File: config.mk
export PLATFORM = sky130hd
export DESIGN_NAME = flip_flop_execute_memory
export DESIGN_NICKNAME = d
export VERILOG_FILES = /design/src/rv_pkg.sv /design/src/flip_flop_execute_memory.sv
export SDC_FILE = /design/constraint.sdc
export NUM_CORES = 1
export LEC_CHECK = 0
export BUFFER_PORTS_ARGS = -buffer_cell sky130_fd_sc_hd__buf_2
export CAP_MARGIN = 20
export CELL_PAD_IN_SITES_DETAIL_PLACEMENT = 0
export CELL_PAD_IN_SITES_GLOBAL_PLACEMENT = 1
export CORE_ASPECT_RATIO = 0.7
export CORE_MARGIN = 1.5
export CORE_UTILIZATION = 30
export DETAILED_ROUTE_END_ITERATION = 10
export PLACE_DENSITY = 0.7
export RECOVER_POWER = 50
export SLEW_MARGIN = 0
export SYNTH_ARGS = -nofsm -noshare
export SYNTH_HDL_FRONTEND = slang
export SYNTH_SLANG_ARGS = --single-unit
File: constraint.sdc
create_clock -name i_clk -period 1.6 [get_ports i_clk]
set_clock_uncertainty 0.15 [all_clocks]
set_input_delay 0.24 -clock i_clk [delete_from_list [all_inputs] [get_ports i_clk]]
set_output_delay 0.24 -clock i_clk [all_outputs]
set_load 0.02 [all_outputs]
File: src/rv_pkg.sv
`default_nettype none

package rv_pkg;

	localparam int XLEN      = 32;
	localparam int REG_AW    = 5;
	localparam int MEM_WORDS = 256; // data ram depth in words.

	typedef enum logic [3:0] {
		alu_add,
		alu_sub,
		alu_and,
		alu_or,
		alu_xor,
		alu_sll,
		alu_srl,
		alu_sra,
		alu_slt,
		alu_sltu,
		alu_pass_b // lui.
	} alu_op_e;

	typedef enum logic [1:0] {
		wb_alu,
		wb_mem,
		wb_pc_four
	} wb_sel_e;

	typedef enum logic [2:0] {
		ls_byte,
		ls_half,
		ls_word,
		ls_byte_u,
		ls_half_u
	} ls_size_e;

endpackage

`default_nettype wire

File: src/flip_flop_execute_memory.sv
`timescale 1ns/1ns
`default_nettype none

module flip_flop_execute_memory (
	input  logic                      i_clk,
	input  logic                      i_reset,
	input  logic                      i_stall,
	input  logic [rv_pkg::XLEN-1:0]   i_pc_execute,
	input  logic [rv_pkg::XLEN-1:0]   i_pc_four_execute,
	input  logic                      i_rd_wren_execute,
	input  logic                      i_insn_vld_execute,
	input  logic                      i_mem_wren_execute,
	input  rv_pkg::wb_sel_e           i_wb_sel_execute,
	input  rv_pkg::ls_size_e          i_sl_sel_execute,
	input  logic [3:0]                i_bmask_execute,
	input  logic [rv_pkg::XLEN-1:0]   i_alu_data_execute,
	input  logic [rv_pkg::REG_AW-1:0] i_rd_addr_execute,
	input  logic [rv_pkg::XLEN-1:0]   i_pre_opb_execute,
	output logic [rv_pkg::XLEN-1:0]   o_pc_memory,
	output logic [rv_pkg::XLEN-1:0]   o_pc_four_memory,
	output logic                      o_rd_wren_memory,
	output logic                      o_insn_vld_memory,
	output logic                      o_mem_wren_memory,
	output rv_pkg::wb_sel_e           o_wb_sel_memory,
	output rv_pkg::ls_size_e          o_sl_sel_memory,
	output logic [3:0]                o_bmask_memory,
	output logic [rv_pkg::XLEN-1:0]   o_alu_data_memory,
	output logic [rv_pkg::REG_AW-1:0] o_rd_addr_memory,
	output logic [rv_pkg::XLEN-1:0]   o_pre_opb_memory
);
	import rv_pkg::*;

	always_ff @(posedge i_clk or negedge i_reset) begin
		if (~i_reset) begin
			o_pc_memory       <= '0;
			o_pc_four_memory  <= '0;
			o_rd_wren_memory  <= 1'b0;
			o_insn_vld_memory <= 1'b0;
			o_mem_wren_memory <= 1'b0;
			o_wb_sel_memory   <= wb_alu;
			o_sl_sel_memory   <= ls_byte;
			o_bmask_memory    <= '0;
			o_alu_data_memory <= '0;
			o_rd_addr_memory  <= '0;
			o_pre_opb_memory  <= '0;
		end else if (~i_stall) begin // hold everything while the lsu waits.
			o_pc_memory       <= i_pc_execute;
			o_pc_four_memory  <= i_pc_four_execute;
			o_rd_wren_memory  <= i_rd_wren_execute;
			o_insn_vld_memory <= i_insn_vld_execute;
			o_mem_wren_memory <= i_mem_wren_execute;
			o_wb_sel_memory   <= i_wb_sel_execute;
			o_sl_sel_memory   <= i_sl_sel_execute;
			o_bmask_memory    <= i_bmask_execute;
			o_alu_data_memory <= i_alu_data_execute;
			o_rd_addr_memory  <= i_rd_addr_execute;
			o_pre_opb_memory  <= i_pre_opb_execute;
		end
	end

endmodule

`default_nettype wire

==> summary.md, run 1 <==
| Metric | Value |
|---|---|
| Simple-gate share of the synthesized area | 0% |
| Die area | 19,400 um2 |
| Crit-path max cell delay | 0.39 ns |
| Cell row count | 41 |
| Crit Reg-Reg Startpoint | o_pc_memory[16] |
| FF-to-FF End | o_pc_memory[16] |
| Largest net degree at the start of global routing | 52 |
| Top Family by Delay on Critical Path | flip-flops |
| Adder-Cell Fraction of Synth Area | 0% |
| Fillers | 1,574 |
| I/O pin count | slightly below 300 |
| Die Y-Extent | 117 um |
| Initial Util | 30.8% |
| Htree depth | 4 |
| Layout net count | ~900 |
| CTS tree | done |
| Post-Syn Nets | 454 |
| Post-Route WL | 14.9 mm |
| Synthesis Warnings | 0 |
| Sink Count | 145 |
| R2R Setup Slk | 0.63 ns |
| Crit Path Max Fanout | 2 |
| Placed cell count | 826 |
| Min Clock Period, post-route | 1.36 ns |
| CP cell instances | buf_2 |
| First-iteration detailed-routing DRC count | 181 |
| Vias in the first global route | about 4,600 |
| GP Congestion | ~0.74 |
| Wirelength per Cell | between 10 and 15 um |
| Hold Startpoint | i_stall |
| CP max-delay cell | dfrtp_1 |
| CTS Buf Count | 17 |
| Register area share after synthesis | 65.1% |
| FF+latch count, synth | 145 |
| WHS Path Cells | 2 |
| Fin. max-slew vios | 0 |
| Max Cap Viol | 0 |
| DR pass1 iterations | 4 |
| Vias/cell | 4.19 |
| # DRC | 0 |
| Post-cts resize count | 0 |
| WHS Endpoint | o_alu_data_memory[21] |
| Post-Layout Cell Count | about 1,000 |
| Fmax | 0.733 GHz |
| Root buf cell | clkbuf_16 |
| Max Buffers Root-to-Sink | 2 |
| Worst Path Buf+Inv | 1 |
| Power per cell area | 1080 nW/um2 |
| Worst skew pair latency | 0.40 ns |
| Worst setup EP type | output port |
| Routed Antenna Nets | 0 |
| Initial antenna violation count | 0 |
| Final period util | 85.2% |
| Compound-gate portion of the synthesized area | 0% |
| CP Class | flop to output port |
| Least-Margin Pin Slew | approximately 0.57 ns |
| Slew headroom | 62.2% |
| Clk slew on worst S/H paths | 0.06 ns |
| Die width | 166 um |
| Worst EP required | about 1.2 ns |
| Startpoint class of the critical path | flop |
| Lkg Pwr | ~0.0044 uW |
| Xor and xnor area share after synthesis | 0% |
| Crit path DAT | 0.97 ns |
| R2R cell count | 1 |
| Pre-CTS setup slack | roughly 0.2 ns |
| Final WS setup | 0.236 ns |
| Distinct cells, synth | 5 |
| Global-route total usage across every layer | 15.2% |
| Area grow syn2layout | 64.7% |
| Largest family of logic cells by synthesized area | multiplexers |
| Antenna cells | 0 |
| Final setup fails | 0 |
| Syn Inst Count | 306 |
| Via count | 4,209 |
| Post-synthesis mux area share | 32.7% |
| Status | finished, final reports clean |
| Global route overflow | 0 |
| Layout cell share with drive strength beyond 1 | 55.1% |
| Unrepaired setup endpoints after global routing | no |
| Syn Area/Cell | 18.2 um2 |
| Core outline area | around 18,000 um2 |
| Detailed-placement wirelength estimate | 10.0 mm |
| Global-route wire length before repair | approximately 23 mm |
| Port Buffer Count | 292 |
| Worst path depth | 1 |
| Worst hold-check path type | input port to flop |
| Final-report hold violation count | 0 |
| Setup tns final | 0 ns |
| Max IR drop VDD | 0.561 mV |
| Mapped Area | 5570 um2 |
[cell families after synthesis]
kind of cell  count (synthesis)
mux                         145
flops                       145
buf+inv                      16
[registers in the layout (all words and copies together), names as in the netlist, 2 cells and up]
| signal | flops |
|---|---|
| o_alu_data_memory | 32 |
| o_pc_four_memory | 32 |
| o_pc_memory | 32 |
| o_pre_opb_memory | 32 |
| o_rd_addr_memory | 5 |
| o_bmask_memory | 4 |
| o_sl_sel_memory | 3 |
| o_wb_sel_memory | 2 |
[placed cells by master, fill, tap and decap left out, drive strengths merged]
| cell | instances |
|---|---|
| buf | 296 |
| dlygate4sd3 | 146 |
| dfrtp | 145 |
| mux2 | 145 |
| clkbuf | 23 |
| clkinv | 5 |
| inv | 4 |
| clkinvlp | 3 |
| bufinv | 1 |
[per-layer routing]
metal | vias to the layer above | global-route usage, % | routed length [um]
met2 | 167 | 26.1 | 7460
met5 | - | 0 | 0
met3 | 18 | 5.08 | 916
met4 | 0 | 6.13 | 233
li1 | 1978 | - | -
met1 | 2046 | 17.9 | 6250
[final cells by class]
cell class | count | area, um2 | share of cell area [%]
flip-flops and latches | 145 | 3630 | 39.5
repair buffers | 446 | 3050 | 33.2
multi-input cells | 145 | 1640 | 17.8
clock buffers | 19 | 443 | 4.83
well taps | 236 | 295 | 3.22
clock inverters | 13 | 128 | 1.39
[where the power goes]
| group | switching, uW | leakage (uW) | internal (uW) |
|---|---|---|---|
| clock network | 1580 | 0.000271 | 2210 |
| registers | 187 | 0.00170 | 4040 |
| logic | 989 | 0.00240 | 925 |
[cells in the mapped netlist]
library cell / count / area, um2
mux2_2: 95 / 1070
dfrtp_1: 145 / 3630
mux2_4: 50 / 751
buf_2: 9 / 45.0
buf_6: 7 / 78.8
[stage by stage]
stage          util [%]  area [um2]  total power, uW  hold slack, ns
6_report           50.7        9180             9920          0.0576
5_1_grt            50.7        9180            10400          0.0314
4_1_cts            51.8        9370            10200          0.0342
3_5_place_dp       40.5        7340             6050        -0.00923
3_3_place_gp       40.5        7340             6010         -0.0107
2_1_floorplan         -        5570             5280          -0.206
[timing repair]
item / in CTS / in global routing
hold endpoints to repair: 290 / 0
setup buffers: 0 / 0
hold buffers: 146 / 0
[worst max path at each step]
stage	start	endpoint	slack (ns)
final	o_pc_four_memory[22]	o_pc_four_memory[22]	0.24
after global routing	o_pre_opb_memory[27]	o_pre_opb_memory[27]	0.18
after CTS	o_rd_addr_memory[3]	o_rd_addr_memory[3]	0.22
after detailed placement	i_stall	o_alu_data_memory[12]	0.20
after global placement	i_stall	o_pre_opb_memory[9]	0.23
after floorplan	i_stall	o_pc_four_memory[11]	0.39
No activity file was read; power rests on OpenSTA's default activity.
==> run 2: changes to the inputs <==
- REMOVE_ABC_BUFFERS: default -> 1
==> run 2 against run 1 <==
Sequential cell count unchanged. Critical path depth unchanged. Design area increased by 1.7%. Sequential power about the same. Power increased by 2.5%. First-iteration DRC count decreased by 0.55%. Maximum frequency decreased by 0.22%.
==> summary.md, run 2 (synthesis gave the netlist of run 1 again) <==
| Metric | Value |
|---|---|
| Power per cell area | 1090 nW/um2 (+0.84%) |
| Hold Startpoint | i_stall |
| CP Launch Point | o_pc_memory[8] |
| Post-Route WL | 15.5 mm (+4.1%) |
| Die area | 19,400 um2 (unchanged) |
| Slew headroom | 56.5% (-5.7 points) |
| WHS | 0.106 ns (+0.0485 ns) |
| Startpoint class of the critical path | flop |
| Top Family by Delay on Critical Path | flip-flops |
| Fmax | 0.732 GHz (-0.22%) |
| Global route overflow | 0 (unchanged) |
| # DRC | 0 (unchanged) |
| R2R Setup Slk | 0.65 ns (+0.02 ns) |
| Area grow syn2layout | 67.4% |
| Layout cell share with drive strength beyond 1 | 58.7% (+3.7 points) |
| CTS tree | done |
| Area used by multi-input combinational logic | 1730 um2 (+5.5%) |
| DR pass1 iterations | 4 (unchanged) |
| Global-route total usage across every layer | 16.3% (+1.1 points) |
| Antenna cells | 0 (unchanged) |
| Setup tns final | 0 ns (unchanged) |
| Max Cap Viol | 0 (unchanged) |
| Routed Antenna Nets | 0 (unchanged) |
| Detailed-placement wirelength estimate | 10.4 mm (+3.8%) |
| Crit path DAT | 0.98 ns (about the same) |
| GP Congestion | 0.756 (+1.7%) |
| Htree depth | 4 (unchanged) |
| Final core occ | 51.5% (+0.84 points) |
| Max IR drop VDD | 0.629 mV (+12%) |
| Vias in the first global route | 4,638 (unchanged) |
| Status | finished, final reports clean |
| Most common cell after layout, fill and taps aside | buf_2 |
| Lkg Pwr | 0.00452 uW (+3.6%) |
| Port Buffer Count | 292 (unchanged) |
| Die width | 166 um (unchanged) |
| First-iteration detailed-routing DRC count | 180 (-0.55%) |
| Worst skew pair latency | 0.41 ns (about the same) |
| Root buf cell | clkbuf_16 |
| Met1 WL | 6.68 mm (+6.9%) |
| Vias/cell | 4.22 (+0.62%) |
| Via count | 4,256 (+1.1%) |
| I/O pin count | 293 (unchanged) |
| Crit-path max cell delay | 0.39 ns (about the same) |
| CTS Buf Count | 17 (unchanged) |
| Worst hold-check path type | input port to flop |
| Fillers | 1,530 (-2.8%) |
| Max Buffers Root-to-Sink | 2 (unchanged) |
| Worst Path Buf+Inv | 1 (unchanged) |
| Unrepaired setup endpoints after global routing | no |
| Most frequent cells in the layout | 287 x buf_2, 146 x dlygate4sd3_1, 145 x dfrtp_1, 95 x mux2_2 |
| Min Clock Period, post-route | 1.37 ns (+0.00300 ns) |
| Crit Path Max Fanout | 2 (unchanged) |
| Clk slew on worst S/H paths | 0.06 ns (about the same) |
| Initial antenna violation count | 0 (unchanged) |
| Setup Buffers After CTS | 0 (unchanged) |
| Sequential cell area | 3630 um2 (unchanged) |
| Layout net count | 911 (+0.89%) |
| CP Class | flop to output port |
| Final period util | 85.4% (+0.19 points) |
| Wire length on met3 | 1.29 mm (+40%) |
| Sink Count | 145 (unchanged) |
| Max layer used | met4 |
| Met2 wire len | 7.36 mm (-1.3%) |
| Largest net degree at the start of global routing | 51 (-1.9%) |
| CP cell instances | buf_2 |
| Final-report hold violation count | 0 (unchanged) |
| Least-Margin Pin Slew | 0.652 ns (+0.0857 ns) |
| Cell row count | 41 (unchanged) |
| Final setup fails | 0 (unchanged) |
| Initial Util | 30.8% (unchanged) |
| Worst setup EP type | output port |
| Global-route wire length before repair | 24.7 mm (+6.3%) |
| Wirelength per Cell | 15.3 um (+3.6%) |
| Crit Reg-Reg Startpoint | o_pc_four_memory[12] |
| CP max-delay cell | dfrtp_1 |
| Fin. max-slew vios | 0 (unchanged) |
| Worst EP required | 1.21 ns (about the same) |
| Die Y-Extent | 117 um (unchanged) |
| Core outline area | 18,100 um2 (unchanged) |
-- run 2: worst paths after layout --
kind | cells past startpoint | endpoint
worst min-delay path | 2 | o_pc_memory[0]
min in group asynchronous | 2 | o_pc_memory[20]
max in group asynchronous | 3 | o_pre_opb_memory[11]
worst max-delay path | 1 | o_pc_memory[8]
worst min register to register | 1 | o_pc_four_memory[13]
worst max register to register | 1 | o_pc_four_memory[12]
-- run 2: layout make-up --
| type | instances | share of cell area, % |
|---|---|---|
| clock buffer | 18 | 4.71 |
| multi-input combinational | 145 | 18.5 |
| timing repair buffer | 454 | 33.2 |
| clock inverter | 11 | 1.52 |
| sequential | 145 | 38.9 |
| tap | 236 | 3.16 |
-- run 2: stage by stage --
| stage | area [um2] | cells | setup slack (ns) | power (uW) |
|---|---|---|---|---|
| 2_1_floorplan | 5450 | 290 | 0.623 | 5200 |
| 3_3_place_gp | 7400 | 834 | 0.236 | 6030 |
| 3_5_place_dp | 7400 | 834 | 0.217 | 6070 |
| 4_1_cts | 9440 | 1009 | 0.206 | 10400 |
| 5_1_grt | 9330 | 1009 | 0.0993 | 10700 |
| 6_report | 9330 | 1009 | 0.233 | 10200 |
-- run 2: per-layer routing --
metal | up-vias | GRT usage [%]
li1 | 1983 | -
met1 | 2071 | 20.2
met2 | 192 | 26.7
met3 | 10 | 6.46
met4 | 0 | 4.68
met5 | - | 0
-- run 2: timing repair --
item	CTS	global route
resized for setup	0	0
hold endpoints to repair	290	0
hold buffers	146	0
-- run 2: power breakdown --
group | internal [uW] | switching [uW] | total [uW]
registers | 4040 | 193 | 4230
clock network | 2460 | 1490 | 3950
logic | 987 | 1000 | 1990
==> run 3: changes to the inputs <==
- MAX_ROUTING_LAYER: default -> met4
==> run 3 against run 2 <==
Via count decreased by 0.21%. Clock-buffer cell count unchanged. Wire length about the same. Core utilization about the same. Combinational power about the same. Design area about the same. Critical path type is now input port to async pin.
==> summary.md, run 3 (synthesis gave the netlist of run 1 again) <==
| Metric | Value |
|---|---|
| Wirelength per Cell | 15.3 um (about the same) |
| Fmax | 0.733 GHz (+0.19%) |
| Core outline area | 18,100 um2 (unchanged) |
| Die area | 19,400 um2 (unchanged) |
| # DRC | 0 (unchanged) |
| Post-Route WL | 15.5 mm (about the same) |
| Htree depth | 4 (unchanged) |
| Status | finished, final reports clean |
| Initial antenna violation count | 0 (unchanged) |
| Port Buffer Count | 292 (unchanged) |
| Layout net count | 911 (unchanged) |
| Largest net degree at the start of global routing | 51 (unchanged) |
| Antenna cells | 0 (unchanged) |
| CP Class | input port to async pin |
| Worst setup EP type | async pin |
| Power per cell area | 1090 nW/um2 (about the same) |
| Vias/cell | 4.21 (-0.21%) |
| DR pass1 iterations | 4 (unchanged) |
| Die width | 166 um (unchanged) |
| Max Buffers Root-to-Sink | 2 (unchanged) |
| I/O pin count | 293 (unchanged) |
| Global route overflow | 0 (unchanged) |
| Worst Path Buf+Inv | 3 (+2) |
| Slew headroom | 56.4% (-0.11 points) |
| Area grow syn2layout | 67.5% (about the same) |
| Detailed-placement wirelength estimate | 10.4 mm (unchanged) |
| Most common cell after layout, fill and taps aside | buf_2 |
| Worst path depth | 3 (+2) |
| Root buf cell | clkbuf_16 |
| Crit-path max cell delay | 0.52 ns (+0.13 ns) |
| Setup Buffers After CTS | 0 (unchanged) |
| Crit path DAT | 1.76 ns (+0.78 ns) |
| Clk slew on worst S/H paths | 0.05 ns (about the same) |
| Worst skew pair latency | 0.41 ns (about the same) |
| Most frequent cells in the layout | 286 x buf_2, 146 x dlygate4sd3_1, 145 x dfrtp_1, 95 x mux2_2, 26 x mux2_4 |
| CP dominant cell by count | clkbuf_2 |
| Crit Reg-Reg Startpoint | o_pc_memory[22] |
| WHS | 0.110 ns (+0.00431 ns) |
| Fin. max-slew vios | 0 (unchanged) |
| Setup tns final | 0 ns (unchanged) |
| Via count | 4,247 (-0.21%) |
| First-iteration detailed-routing DRC count | 197 (+9.4%) |
| CTS tree | done |
| Startpoint class of the critical path | input port |
| Die Y-Extent | 117 um (unchanged) |
| R2R cell count | 1 (unchanged) |
| Cell row count | 41 (unchanged) |
| Crit path to | o_pre_opb_memory[11] |
| FF-to-FF End | o_pc_memory[22] |
| Sink Count | 145 (unchanged) |
| Least-Margin Pin Slew | 0.654 ns (+0.00165 ns) |
| Initial Util | 30.8% (unchanged) |
| CP cell instances | dlygate4sd3_1 -> clkbuf_2 -> clkbuf_2 |
| Max Cap Viol | 0 (unchanged) |
| Worst EP required | 2.00 ns (+0.79 ns) |
| GP Congestion | 0.765 (+1.3%) |
| Lkg Pwr | 0.00452 uW (about the same) |
| Layout cell share with drive strength beyond 1 | 58.7% (unchanged) |
| CP max-delay cell | dlygate4sd3_1 |
| Worst hold-check path type | input port to flop |
| Final period util | 85.3% (-0.16 points) |
| R2R Setup Slk | 0.65 ns (about the same) |
| Final setup fails | 0 (unchanged) |
| Top Family by Delay on Critical Path | buffers and inverters |
| Max IR drop VDD | 0.630 mV (about the same) |
| CP Launch Point | i_reset |
| Vias in the first global route | 4,648 (+0.22%) |
| Crit Path Max Fanout | 21 (+19) |
| Global-route wire length before repair | 24.6 mm (-0.42%) |
| Unrepaired setup endpoints after global routing | no |
| Final-report hold violation count | 0 (unchanged) |
| Routed Antenna Nets | 0 (unchanged) |
| CTS Buf Count | 17 (unchanged) |
| Final core occ | 51.5% (about the same) |
| Global-route total usage across every layer | 16.8% (+0.49 points) |
| Hold Startpoint | i_stall |
| Min Clock Period, post-route | 1.36 ns (-0.00264 ns) |
==> run 3: changes by cell type in the layout (fill, tap and decap cells not counted) <==
cell / change
mux2_1: -1
mux2_4: +1
buf_2: -1
clkbuf_1: +1
==> run 3: power by group <==
part           switching, uW  total (uW)  internal (uW)
Sequential               193        4230           4040
Combinational           1000        1990            989
Clock                   1490        3950           2460
Total                   2690       10200           7480
==> run 3: per-stage QoR <==
stage,worst slack (ns),instances,area (um2),total power [uW]
global placement,0.236,834,7400,6030
global route,0.0993,1009,9330,10700
finish,0.236,1009,9330,10200
floorplan,0.623,290,5450,5200
CTS,0.206,1009,9440,10400
detailed placement,0.217,834,7400,6070
==> run 3: cell type report <==
class	instances	area (um2)
multi-input combinational	145	1730
tap	236	295
fill	1529	8770
timing repair buffer	454	3100
sequential	145	3630
clock buffer	18	439
clock inverter	11	141
==> run 3: how the worst min path moves through the flow <==
stage,endpoint,slack (ns),depth (start not counted)
2_1_floorplan,o_alu_data_memory[0],-0.21,0
3_3_place_gp,o_pc_memory[20],-0.04,1
3_5_place_dp,o_pc_four_memory[28],-0.04,1
4_1_cts,o_pc_four_memory[28],0.09,2
5_1_grt,o_pc_memory[3],0.1,2
6_report,o_pc_memory[0],0.11,2
==> run 3: routing by layer <==
metal	up-vias	wire, um	global-route usage, %
li1	1983	-	-
met1	2060	6890	20.6
met2	192	7330	26.6
met3	12	1090	5.62
met4	0	156	4.86
met5	-	0	-
==> run 3: repair_timing <==
item	in CTS	in global routing
hold buffers	146	0
endpoints found under the hold margin	290	0
resized for setup	0	0
